--- config.mk ---
export PLATFORM = sky130hd
export DESIGN_NAME = io_port_fabric
export DESIGN_NICKNAME = d
export VERILOG_FILES = /design/src/logic/io_port_pkg.sv /design/src/logic/io_port_fabric.sv /design/src/logic/io_response_stage.sv /design/src/logic/port_decode_stage.sv /design/src/logic/io_request_stage.sv
export SDC_FILE = /design/constraint.sdc
export NUM_CORES = 1
export LEC_CHECK = 0
export BUFFER_PORTS_ARGS = -buffer_cell sky130_fd_sc_hd__buf_2
export CORE_MARGIN = 4
export CORE_UTILIZATION = 35
export CTS_BUF_LIST = sky130_fd_sc_hd__clkbuf_2
export DETAILED_ROUTE_END_ITERATION = 10
export GPL_TIMING_DRIVEN = 0
export PLACE_DENSITY = 0.57
export RECOVER_POWER = 50
export SETUP_SLACK_MARGIN = 0.05
export SLEW_MARGIN = 25
export SYNTH_ARGS = -nofsm -noshare
export SYNTH_HDL_FRONTEND = slang
export SYNTH_SLANG_ARGS = --single-unit
--- constraint.sdc ---
create_clock -name clk_sys -period 7.2 [get_ports clk_sys]
set_input_delay 0 -clock clk_sys [delete_from_list [all_inputs] [get_ports clk_sys]]
set_output_delay 0 -clock clk_sys [all_outputs]
set_load 0.005 [all_outputs]
--- src/logic/io_port_pkg.sv ---
package io_port_pkg;

	// access size, encoded as log2 of the transfer length in bytes
	typedef enum logic [1:0] {
		size_byte  = 2'd0,
		size_word  = 2'd1,
		size_dword = 2'd2
	} io_size_e;

	// order follows the decode priority
	typedef enum logic [3:0] {
		dev_none     = 4'd0,
		dev_ide0     = 4'd1,
		dev_ide1     = 4'd2,
		dev_floppy   = 4'd3,
		dev_dma      = 4'd4,
		dev_pic      = 4'd5,
		dev_pit      = 4'd6,
		dev_ps2      = 4'd7,
		dev_rtc      = 4'd8,
		dev_sound    = 4'd9,
		dev_uart     = 4'd10,
		dev_vga      = 4'd11,
		dev_joystick = 4'd12,
		dev_sysctl   = 4'd13
	} io_dev_e;

	typedef struct packed {
		logic        write;
		logic [15:0] address;
		io_size_e    size;
		logic [31:0] writedata;
	} io_req_t;

	typedef struct packed {
		io_req_t req;
		io_dev_e dev;
	} io_dec_t;

	typedef struct packed {
		logic        write;
		io_dev_e     dev;
		logic [31:0] readdata;
	} io_rsp_t;

	// span is a power of two and base is aligned to it
	typedef struct packed {
		logic [15:0] base;
		logic [15:0] span;
	} io_window_t;

	localparam io_window_t IDE0_CMD   = '{base: 16'h01F0, span: 16'd8};
	localparam io_window_t IDE0_CTL   = '{base: 16'h03F6, span: 16'd2};
	localparam io_window_t IDE1_CMD   = '{base: 16'h0170, span: 16'd8};
	localparam io_window_t IDE1_CTL   = '{base: 16'h0376, span: 16'd2};
	localparam io_window_t FLOPPY     = '{base: 16'h03F0, span: 16'd8};
	localparam io_window_t DMA_SLAVE  = '{base: 16'h0000, span: 16'd16};
	localparam io_window_t DMA_PAGE   = '{base: 16'h0080, span: 16'd16};
	localparam io_window_t DMA_MASTER = '{base: 16'h00C0, span: 16'd32};
	localparam io_window_t PIC_MASTER = '{base: 16'h0020, span: 16'd2};
	localparam io_window_t PIC_SLAVE  = '{base: 16'h00A0, span: 16'd2};
	localparam io_window_t PIT_TIMER  = '{base: 16'h0040, span: 16'd4};
	localparam io_window_t PIT_SPKR   = '{base: 16'h0061, span: 16'd1};
	localparam io_window_t PS2_IO     = '{base: 16'h0060, span: 16'd8};
	localparam io_window_t PS2_CTL    = '{base: 16'h0090, span: 16'd16};
	localparam io_window_t RTC        = '{base: 16'h0070, span: 16'd2};
	localparam io_window_t SOUND_SB   = '{base: 16'h0220, span: 16'd16};
	localparam io_window_t SOUND_FM   = '{base: 16'h0388, span: 16'd4};
	localparam io_window_t UART       = '{base: 16'h03F8, span: 16'd8};
	localparam io_window_t UART_MPU   = '{base: 16'h0330, span: 16'd2};
	localparam io_window_t VGA_B      = '{base: 16'h03B0, span: 16'd16};
	localparam io_window_t VGA_C      = '{base: 16'h03C0, span: 16'd16};
	localparam io_window_t VGA_D      = '{base: 16'h03D0, span: 16'd16};
	localparam io_window_t JOYSTICK   = '{base: 16'h0201, span: 16'd1};
	localparam io_window_t SYSCTL     = '{base: 16'h8888, span: 16'd1};

	localparam logic [7:0] UNMAPPED_DATA = 8'hFF;

	function automatic logic in_window(logic [15:0] address, io_window_t window);
		return (address & ~(window.span - 16'd1)) == window.base;
	endfunction

endpackage
--- src/logic/io_port_fabric.sv ---
`timescale 1ns/100ps

module io_port_fabric
#(
	parameter logic [7:0] SYSCFG_RESET = 8'hA2,
	parameter logic [7:0] SYSCTL_KEY   = 8'hA1
)
(
	input                         clk_sys,
	input                         reset,

	input  io_port_pkg::io_req_t  req,
	input                         req_valid,
	output logic                  req_ready,

	output io_port_pkg::io_rsp_t  rsp,
	output logic                  rsp_valid,
	input                         rsp_ready,

	output io_port_pkg::io_dec_t  dev_req,
	output logic                  dev_valid,
	input                         dev_done,
	input         [31:0]          dev_rdata,

	output        [7:0]           syscfg
);

io_port_pkg::io_req_t req_q;
logic                 req_q_valid;
logic                 req_q_ready;

io_port_pkg::io_dec_t dec_q;
logic                 dec_q_valid;
logic                 dec_q_ready;

io_request_stage io_request_stage_i
(
	.clk_sys    (clk_sys),
	.reset      (reset),
	.in         (req),
	.in_valid   (req_valid),
	.in_ready   (req_ready),
	.out        (req_q),
	.out_valid  (req_q_valid),
	.out_ready  (req_q_ready)
);

port_decode_stage port_decode_stage_i
(
	.clk_sys    (clk_sys),
	.reset      (reset),
	.in         (req_q),
	.in_valid   (req_q_valid),
	.in_ready   (req_q_ready),
	.out        (dec_q),
	.out_valid  (dec_q_valid),
	.out_ready  (dec_q_ready)
);

io_response_stage
#(
	.SYSCFG_RESET (SYSCFG_RESET),
	.SYSCTL_KEY   (SYSCTL_KEY)
)
io_response_stage_i
(
	.clk_sys    (clk_sys),
	.reset      (reset),
	.in         (dec_q),
	.in_valid   (dec_q_valid),
	.in_ready   (dec_q_ready),
	.dev_req    (dev_req),
	.dev_valid  (dev_valid),
	.dev_done   (dev_done),
	.dev_rdata  (dev_rdata),
	.rsp        (rsp),
	.rsp_valid  (rsp_valid),
	.rsp_ready  (rsp_ready),
	.syscfg     (syscfg)
);

endmodule

--- src/logic/io_response_stage.sv ---
`timescale 1ns/100ps

module io_response_stage
#(
	parameter logic [7:0] SYSCFG_RESET = 8'hA2,
	parameter logic [7:0] SYSCTL_KEY   = 8'hA1
)
(
	input                         clk_sys,
	input                         reset,

	input  io_port_pkg::io_dec_t  in,
	input                         in_valid,
	output logic                  in_ready,

	output io_port_pkg::io_dec_t  dev_req,
	output logic                  dev_valid,
	input                         dev_done,
	input         [31:0]          dev_rdata,

	output io_port_pkg::io_rsp_t  rsp,
	output logic                  rsp_valid,
	input                         rsp_ready,

	output        [7:0]           syscfg
);

typedef enum logic [1:0] {
	state_idle,
	state_device_wait,
	state_respond
} state_e;

state_e               state;
io_port_pkg::io_dec_t cur;
io_port_pkg::io_rsp_t rsp_q;
logic                 accept;
logic                 internal;
logic                 disk_access;
logic                 key_write;
logic [7:0]           ctlport;
logic                 in_reset;

function automatic logic [31:0] shape_rdata(io_port_pkg::io_dec_t dec, logic [31:0] raw);
	logic [31:0] data;
	if (dec.req.write) begin
		data = 32'd0;
	end
	else if (dec.dev == io_port_pkg::dev_ide0 || dec.dev == io_port_pkg::dev_ide1) begin
		data = raw;
	end
	else if (dec.dev == io_port_pkg::dev_none || dec.dev == io_port_pkg::dev_sysctl) begin
		data = {24'd0, io_port_pkg::UNMAPPED_DATA};
	end
	else begin
		data = {24'd0, raw[7:0]};
	end
	return data;
endfunction

// a new request may enter while the previous response is being taken
assign in_ready = (state == state_idle) || (state == state_respond && rsp_ready);
assign accept   = in_valid && in_ready;

// sysctl and unmapped ports are answered here and never reach the device bus
assign internal = (in.dev == io_port_pkg::dev_none) || (in.dev == io_port_pkg::dev_sysctl);

assign disk_access = (in.dev == io_port_pkg::dev_ide0) ||
	(in.dev == io_port_pkg::dev_ide1) ||
	(in.dev == io_port_pkg::dev_floppy);

assign key_write = in.req.write && (in.dev == io_port_pkg::dev_sysctl) &&
	(in.req.size == io_port_pkg::size_word) && (in.req.writedata[15:8] == SYSCTL_KEY);

always_ff @(posedge clk_sys) begin
	if (reset) begin
		state <= state_idle;
	end
	else if (accept) begin
		state <= internal ? state_respond : state_device_wait;
	end
	else if (state == state_device_wait && dev_done) begin
		state <= state_respond;
	end
	else if (state == state_respond && rsp_ready) begin
		state <= state_idle;
	end
end

always_ff @(posedge clk_sys) begin
	if (accept) begin
		cur <= in;
	end
	if (accept && internal) begin
		rsp_q <= '{write: in.req.write, dev: in.dev, readdata: shape_rdata(in, 32'd0)};
	end
	else if (state == state_device_wait && dev_done) begin
		rsp_q <= '{write: cur.req.write, dev: cur.dev, readdata: shape_rdata(cur, dev_rdata)};
	end
end

// the firmware sees the power-on value until a disk controller is touched
always_ff @(posedge clk_sys) begin
	if (reset) begin
		ctlport  <= SYSCFG_RESET;
		in_reset <= 1'b1;
	end
	else if (accept && disk_access && in_reset) begin
		ctlport  <= 8'd0;
		in_reset <= 1'b0;
	end
	else if (accept && key_write) begin
		ctlport  <= in.req.writedata[7:0];
		in_reset <= 1'b0;
	end
end

assign dev_req   = cur;
assign dev_valid = (state == state_device_wait);

assign rsp       = rsp_q;
assign rsp_valid = (state == state_respond);

assign syscfg    = ctlport;

endmodule

--- src/logic/port_decode_stage.sv ---
`timescale 1ns/100ps

module port_decode_stage
(
	input                         clk_sys,
	input                         reset,

	input  io_port_pkg::io_req_t  in,
	input                         in_valid,
	output logic                  in_ready,

	output io_port_pkg::io_dec_t  out,
	output logic                  out_valid,
	input                         out_ready
);

io_port_pkg::io_dev_e dev_sel;
io_port_pkg::io_dec_t held;
logic                 held_valid;
logic                 take;
logic [15:0]          addr;

assign addr = in.address;

// windows overlap at 0x3F6 (ide0 over floppy) and 0x061 (pit over ps2),
// so the order of this chain matters
always_comb begin
	dev_sel = io_port_pkg::dev_none;
	if (io_port_pkg::in_window(addr, io_port_pkg::IDE0_CMD) ||
		io_port_pkg::in_window(addr, io_port_pkg::IDE0_CTL)) begin
		dev_sel = io_port_pkg::dev_ide0;
	end
	else if (io_port_pkg::in_window(addr, io_port_pkg::IDE1_CMD) ||
		io_port_pkg::in_window(addr, io_port_pkg::IDE1_CTL)) begin
		dev_sel = io_port_pkg::dev_ide1;
	end
	else if (io_port_pkg::in_window(addr, io_port_pkg::FLOPPY)) begin
		dev_sel = io_port_pkg::dev_floppy;
	end
	else if (io_port_pkg::in_window(addr, io_port_pkg::DMA_SLAVE) ||
		io_port_pkg::in_window(addr, io_port_pkg::DMA_PAGE) ||
		io_port_pkg::in_window(addr, io_port_pkg::DMA_MASTER)) begin
		dev_sel = io_port_pkg::dev_dma;
	end
	else if (io_port_pkg::in_window(addr, io_port_pkg::PIC_MASTER) ||
		io_port_pkg::in_window(addr, io_port_pkg::PIC_SLAVE)) begin
		dev_sel = io_port_pkg::dev_pic;
	end
	else if (io_port_pkg::in_window(addr, io_port_pkg::PIT_TIMER) ||
		io_port_pkg::in_window(addr, io_port_pkg::PIT_SPKR)) begin
		dev_sel = io_port_pkg::dev_pit;
	end
	else if (io_port_pkg::in_window(addr, io_port_pkg::PS2_IO) ||
		io_port_pkg::in_window(addr, io_port_pkg::PS2_CTL)) begin
		dev_sel = io_port_pkg::dev_ps2;
	end
	else if (io_port_pkg::in_window(addr, io_port_pkg::RTC)) begin
		dev_sel = io_port_pkg::dev_rtc;
	end
	else if (io_port_pkg::in_window(addr, io_port_pkg::SOUND_SB) ||
		io_port_pkg::in_window(addr, io_port_pkg::SOUND_FM)) begin
		dev_sel = io_port_pkg::dev_sound;
	end
	else if (io_port_pkg::in_window(addr, io_port_pkg::UART) ||
		io_port_pkg::in_window(addr, io_port_pkg::UART_MPU)) begin
		dev_sel = io_port_pkg::dev_uart;
	end
	else if (io_port_pkg::in_window(addr, io_port_pkg::VGA_B) ||
		io_port_pkg::in_window(addr, io_port_pkg::VGA_C) ||
		io_port_pkg::in_window(addr, io_port_pkg::VGA_D)) begin
		dev_sel = io_port_pkg::dev_vga;
	end
	else if (io_port_pkg::in_window(addr, io_port_pkg::JOYSTICK)) begin
		dev_sel = io_port_pkg::dev_joystick;
	end
	else if (io_port_pkg::in_window(addr, io_port_pkg::SYSCTL)) begin
		dev_sel = io_port_pkg::dev_sysctl;
	end
end

assign in_ready = !held_valid || out_ready;
assign take     = in_valid && in_ready;

always_ff @(posedge clk_sys) begin
	if (reset) begin
		held_valid <= 1'b0;
	end
	else if (take) begin
		held_valid <= 1'b1;
	end
	else if (out_ready) begin
		held_valid <= 1'b0;
	end
end

always_ff @(posedge clk_sys) begin
	if (take) begin
		held <= '{req: in, dev: dev_sel};
	end
end

assign out       = held;
assign out_valid = held_valid;

endmodule

--- src/logic/io_request_stage.sv ---
`timescale 1ns/100ps

module io_request_stage
(
	input                         clk_sys,
	input                         reset,

	input  io_port_pkg::io_req_t  in,
	input                         in_valid,
	output logic                  in_ready,

	output io_port_pkg::io_req_t  out,
	output logic                  out_valid,
	input                         out_ready
);

io_port_pkg::io_req_t held;
logic                 held_valid;
logic                 take;

// the slot frees up in the same cycle that the next stage takes it
assign in_ready = !held_valid || out_ready;
assign take     = in_valid && in_ready;

always_ff @(posedge clk_sys) begin
	if (reset) begin
		held_valid <= 1'b0;
	end
	else if (take) begin
		held_valid <= 1'b1;
	end
	else if (out_ready) begin
		held_valid <= 1'b0;
	end
end

always_ff @(posedge clk_sys) begin
	if (take) begin
		held <= in;
	end
end

assign out       = held;
assign out_valid = held_valid;

endmodule

==> results.md <==
Synth:
- The main combinational cell family by area after synthesis is simple AND/OR/NAND/NOR gates.
- The share of synthesized cell area in and, or, nand and nor gates is 8.87%.
- Of all flip-flops after synthesis, the portion carrying an async set or reset was 0%.
- The flip-flop and latch count after synthesis is 211.
- The synthesized netlist devotes 4.25% of its cell area to compound gates.
- Counting every net in the synthesized netlist gives 477.
- The synthesized netlist devotes 0.119% of its cell area to XOR and XNOR gates.
- After Yosys synthesis, full adders, half adders and majority gates account for 0% of the synthesized area.
- Sequential elements use 84.3% of the synthesized area.
- In the synthesized netlist, the cells that appear most often are sky130_fd_sc_hd__edfxtp_1 (198), sky130_fd_sc_hd__and2_1 (27), sky130_fd_sc_hd__nor2_1 (23), sky130_fd_sc_hd__o21ai_0 (14), sky130_fd_sc_hd__dfxtp_1 (13).
- The total standard cell area after synthesis is 7360 um2.
- In this run, distinct cell masters in the synthesized netlist total 53.
- sky130_fd_sc_hd__edfxtp_1 takes more of the synthesized area than any other cell.
- By area the synthesized netlist is led by sky130_fd_sc_hd__edfxtp_1 (81%), sky130_fd_sc_hd__dfxtp_1 (3.5%), sky130_fd_sc_hd__and2_1 (2.3%).
- Counting every instance in the synthesized netlist gives 389.
- The predominant post-synthesis flop cell is sky130_fd_sc_hd__edfxtp_1.
- The total number of yosys warnings is 0.
- Dividing the synthesized area by the synthesized cell count gives 18.9 um2.
- The most common cell in the synthesized netlist is sky130_fd_sc_hd__edfxtp_1.
- The number of enable-type register cells in the synthesized netlist is 198.
- After synthesis, the largest area contributor takes up 80.8% of total cell area.
- The multiplexer share of the synthesized area is 1.50%.

Layout:
- Cells with a size suffix above 1 make up 28.0% of the layout.
- For this run, the share of the core covered by cells in the final layout is 52.8%.
- The final net count is 889.
- After routing the design area is 10800 um2.
- The area growth from synthesis to layout is 46.6%.
- Excluding fillers, the count of instances in the completed layout stands at 1110.

Floorplanning:
- From left edge to right edge, the die measures 153 um.
- The floorplan step defined a core boundary enclosing 20400 um2.
- The initial utilization of the core area, before any placement, comes to 36.0%.
- The die covers 23400 um2.
- 191 I/O pins were placed.
- The die span in y is 153 um.
- The number of placement rows is 52.

Pwr:
- The portion of total power attributed to the clock network is 32.6%.
- The power density over the cells is 217 nW/um2.
- The net switching power figure is 0.000561 W.
- The worst ir drop on vdd is 0.151 mV.
- The design draws 0.00235 W.
- The analysis attributes to cell leakage a power of 4.12 nW.
- The share of total power dissipated in sequential elements is 60.2%.
- In this run switching power makes up 23.9% of total power.
- The internal cell power is 0.00178 W.
- The share of total power dissipated in combinational logic is 7.2%.

Clock tree:
- The buffer type at the clock tree root is sky130_fd_sc_hd__clkbuf_2.
- The H-tree depth reported by CTS is 2.
- The clock passes through at most 3 buffers.
- TritonCTS built the clock tree.
- For this design, the sink count on the clock tree is 211.
- For the worst-skew pair, the clock arrives at the later sink with an insertion delay of 0.82 ns.
- In this run the post-CTS setup repair buffer count came out at 0.
- After clock tree synthesis, the clock-pin slew on the worst setup and hold paths is 0.10 ns.
- In this run, CTS created clock tree buffers numbering 52.

Global route:
- The via count of the first global-routing pass was 5411.
- The initial antenna violation count is 3.
- The wire length of the first global-routing pass is 27800 um.
- The aggregate global routing overflow is 0.
- The overall fraction of global-route tracks in use is 14.8%.
- The largest net degree at the start of global routing is 38.

Drt:
- The routed via count divided by cell count is 4.48.
- The detailed router put a total of 7230 um of wire on met1.
- The total length of routed met2 wires is 8370 um.
- The highest metal layer with signal wires is met4.
- The first detailed-routing pass took 4 iterations.
- The routed wire length is 17500 um.
- The overall via count from detail_route is 4968.
- In the detailed route, the total length drawn on met3 is 1530 um.
- The DRC violations left is 0.
- The violation count after the first detailed-routing iteration is 208.
- The residual antenna-violating net count after detailed routing is 0.
- The routed wire length per instance is 15.8 um.

Placement:
- Routability-driven placement finished with a final weighted congestion of 0.863.
- After detailed placement, the design holds a cell count of 859.
- The half-perimeter wire length after detailed placement is 11100 um.
- The count of buffers added on input and output ports is 190.
- After detailed placement, the total cell area comes to 8890 um2.

Setup path:
- At the worst endpoint, the arrival time is 2.78 ns.
- The category of the worst setup path launch point is a register.
- The highest net fanout along the worst path is 37.
- STA puts the critical path data required time at 7.56 ns.
- The class of the most critical setup path is reg2reg.
- The worst setup path is captured at a register.
- Across all register-to-register paths, the minimum setup slack is 4.78 ns.

Worst hold path:
- The path type of the worst min-delay path is in2reg.

STA:
- Setup repair after global routing left no endpoint under its margin.
- Between clock sinks in the finished design, the worst skew comes to 0.0882 ns.
- The total negative slack is 0 ns.
- Derived from the worst setup path, the maximum achievable clock frequency is 413 MHz.
- Setup violations remaining at the end of the flow were counted as 0.
- The worst path uses 33.6% of the clock period.
- Headroom to the max-slew limit came out at 17.4%.
- The slew at the pin with the worst max-slew slack is 1.24 ns.
- The clock period minus final worst setup slack is 2.42 ns.
- The number of failing hold endpoints at the final stage is 0.
- The number of max-slew violations in the final report is 0.

Flow run:
- The max-cap check violation count is 0.

Outcome:
- The run finished with clean final reports.
## cell type report
class	count	area, um2
clock buffer	79	395
tap	270	338
clock inverter	11	56.3
multi-input combinational	164	1110
fill	1723	9640
timing repair buffer	358	2600
inverter	5	18.8
sequential	211	6210
buffer	9	50.0
antenna	3	7.51
## cells by family (layout without fill, tap and decap cells)
| family | Yosys count | count (layout) |
|---|---|---|
| flip-flops | 211 | 211 |
| AND/OR/NAND/NOR | 110 | 110 |
| AO/OA/AOI/OAI | 44 | 44 |
| buffers and inverters | 14 | 462 |
| multiplexers | 9 | 9 |
| XOR/XNOR | 1 | 1 |
| other | 0 | 3 |
## timing repair
action	in CTS	in global routing
hold buffers	158	0
hold endpoints to repair	195	0
gates resized for setup	0	0
## metal layers
layer,track usage [%],vias to the layer above
li1,-,2365
met1,17.0,2332
met2,25.0,233
met3,6.14,38
met4,5.30,0
met5,0,-
## power groups by stage
stage | logic [W] | registers [W] | clock network [W]
floorplan | 0.0000383 | 0.00144 | 0
global placement | 0.0000908 | 0.00145 | 0
detailed placement | 0.000108 | 0.00144 | 0
CTS | 0.000174 | 0.00141 | 0.000807
global route | 0.000184 | 0.00142 | 0.000876
finish | 0.000169 | 0.00141 | 0.000765
## worst paths after layout
| check | cells past startpoint | startpoint | endpoint |
|---|---|---|---|
| setup reg to reg | 5 | port_decode_stage_i.out_valid | io_response_stage_i.rsp[25] |
| hold reg to reg | 0 | port_decode_stage_i.out[48] | io_response_stage_i.dev_req[48] |
| setup / recovery | 5 | port_decode_stage_i.out_valid | io_response_stage_i.rsp[25] |
| hold / removal | 3 | dev_rdata[21] | io_response_stage_i.rsp[21] |
## cell usage in the layout (no fill, tap or decap), types with 3 or more instances in the layout
master / instances
sky130_fd_sc_hd__a21oi_1: 5
sky130_fd_sc_hd__and2_1: 27
sky130_fd_sc_hd__and3_1: 3
sky130_fd_sc_hd__and4b_1: 3
sky130_fd_sc_hd__buf_16: 3
sky130_fd_sc_hd__buf_2: 126
sky130_fd_sc_hd__buf_6: 6
sky130_fd_sc_hd__clkbuf_1: 71
sky130_fd_sc_hd__clkbuf_2: 79
sky130_fd_sc_hd__clkinv_1: 7
sky130_fd_sc_hd__dfxtp_1: 13
sky130_fd_sc_hd__diode_2: 3
sky130_fd_sc_hd__dlygate4sd3_1: 158
sky130_fd_sc_hd__edfxtp_1: 198
sky130_fd_sc_hd__inv_1: 5
sky130_fd_sc_hd__mux2_4: 4
sky130_fd_sc_hd__mux2i_1: 5
sky130_fd_sc_hd__nand2_1: 11
sky130_fd_sc_hd__nand3_1: 6
sky130_fd_sc_hd__nor2_1: 23
sky130_fd_sc_hd__nor2b_1: 7
sky130_fd_sc_hd__nor3_1: 4
sky130_fd_sc_hd__nor4bb_1: 4
sky130_fd_sc_hd__o211ai_1: 5
sky130_fd_sc_hd__o21ai_0: 14
sky130_fd_sc_hd__or3_1: 5
## through the flow
| step | setup slack [ns] | hold WS (ns) |
|---|---|---|
| 2_1_floorplan | 1.22 | 0.0691 |
| 3_3_place_gp | -1.89 | 0.177 |
| 3_5_place_dp | 4.74 | 0.178 |
| 4_1_cts | 4.66 | 0.000320 |
| 5_1_grt | 4.55 | 0.0194 |
| 6_report | 4.78 | 0.110 |
## critical path: stages (launching register included)
cell and delay (ns):
sky130_fd_sc_hd__dfxtp_1 0.44, sky130_fd_sc_hd__inv_1 0.12, sky130_fd_sc_hd__a2111o_1 0.42, sky130_fd_sc_hd__or2_1 0.28, sky130_fd_sc_hd__buf_6 0.15, sky130_fd_sc_hd__nand2_2 0.60
## sequential cells by signal, summed over array words and instances, names as in the netlist, 2 cells and up
name / flops
io_response_stage_i.state: 2
io_response_stage_i.dev_req: 55
port_decode_stage_i.out: 55
io_response_stage_i.syscfg: 8
io_request_stage_i.out: 51
io_response_stage_i.rsp: 37
No activity file was read; power rests on OpenSTA's default activity.
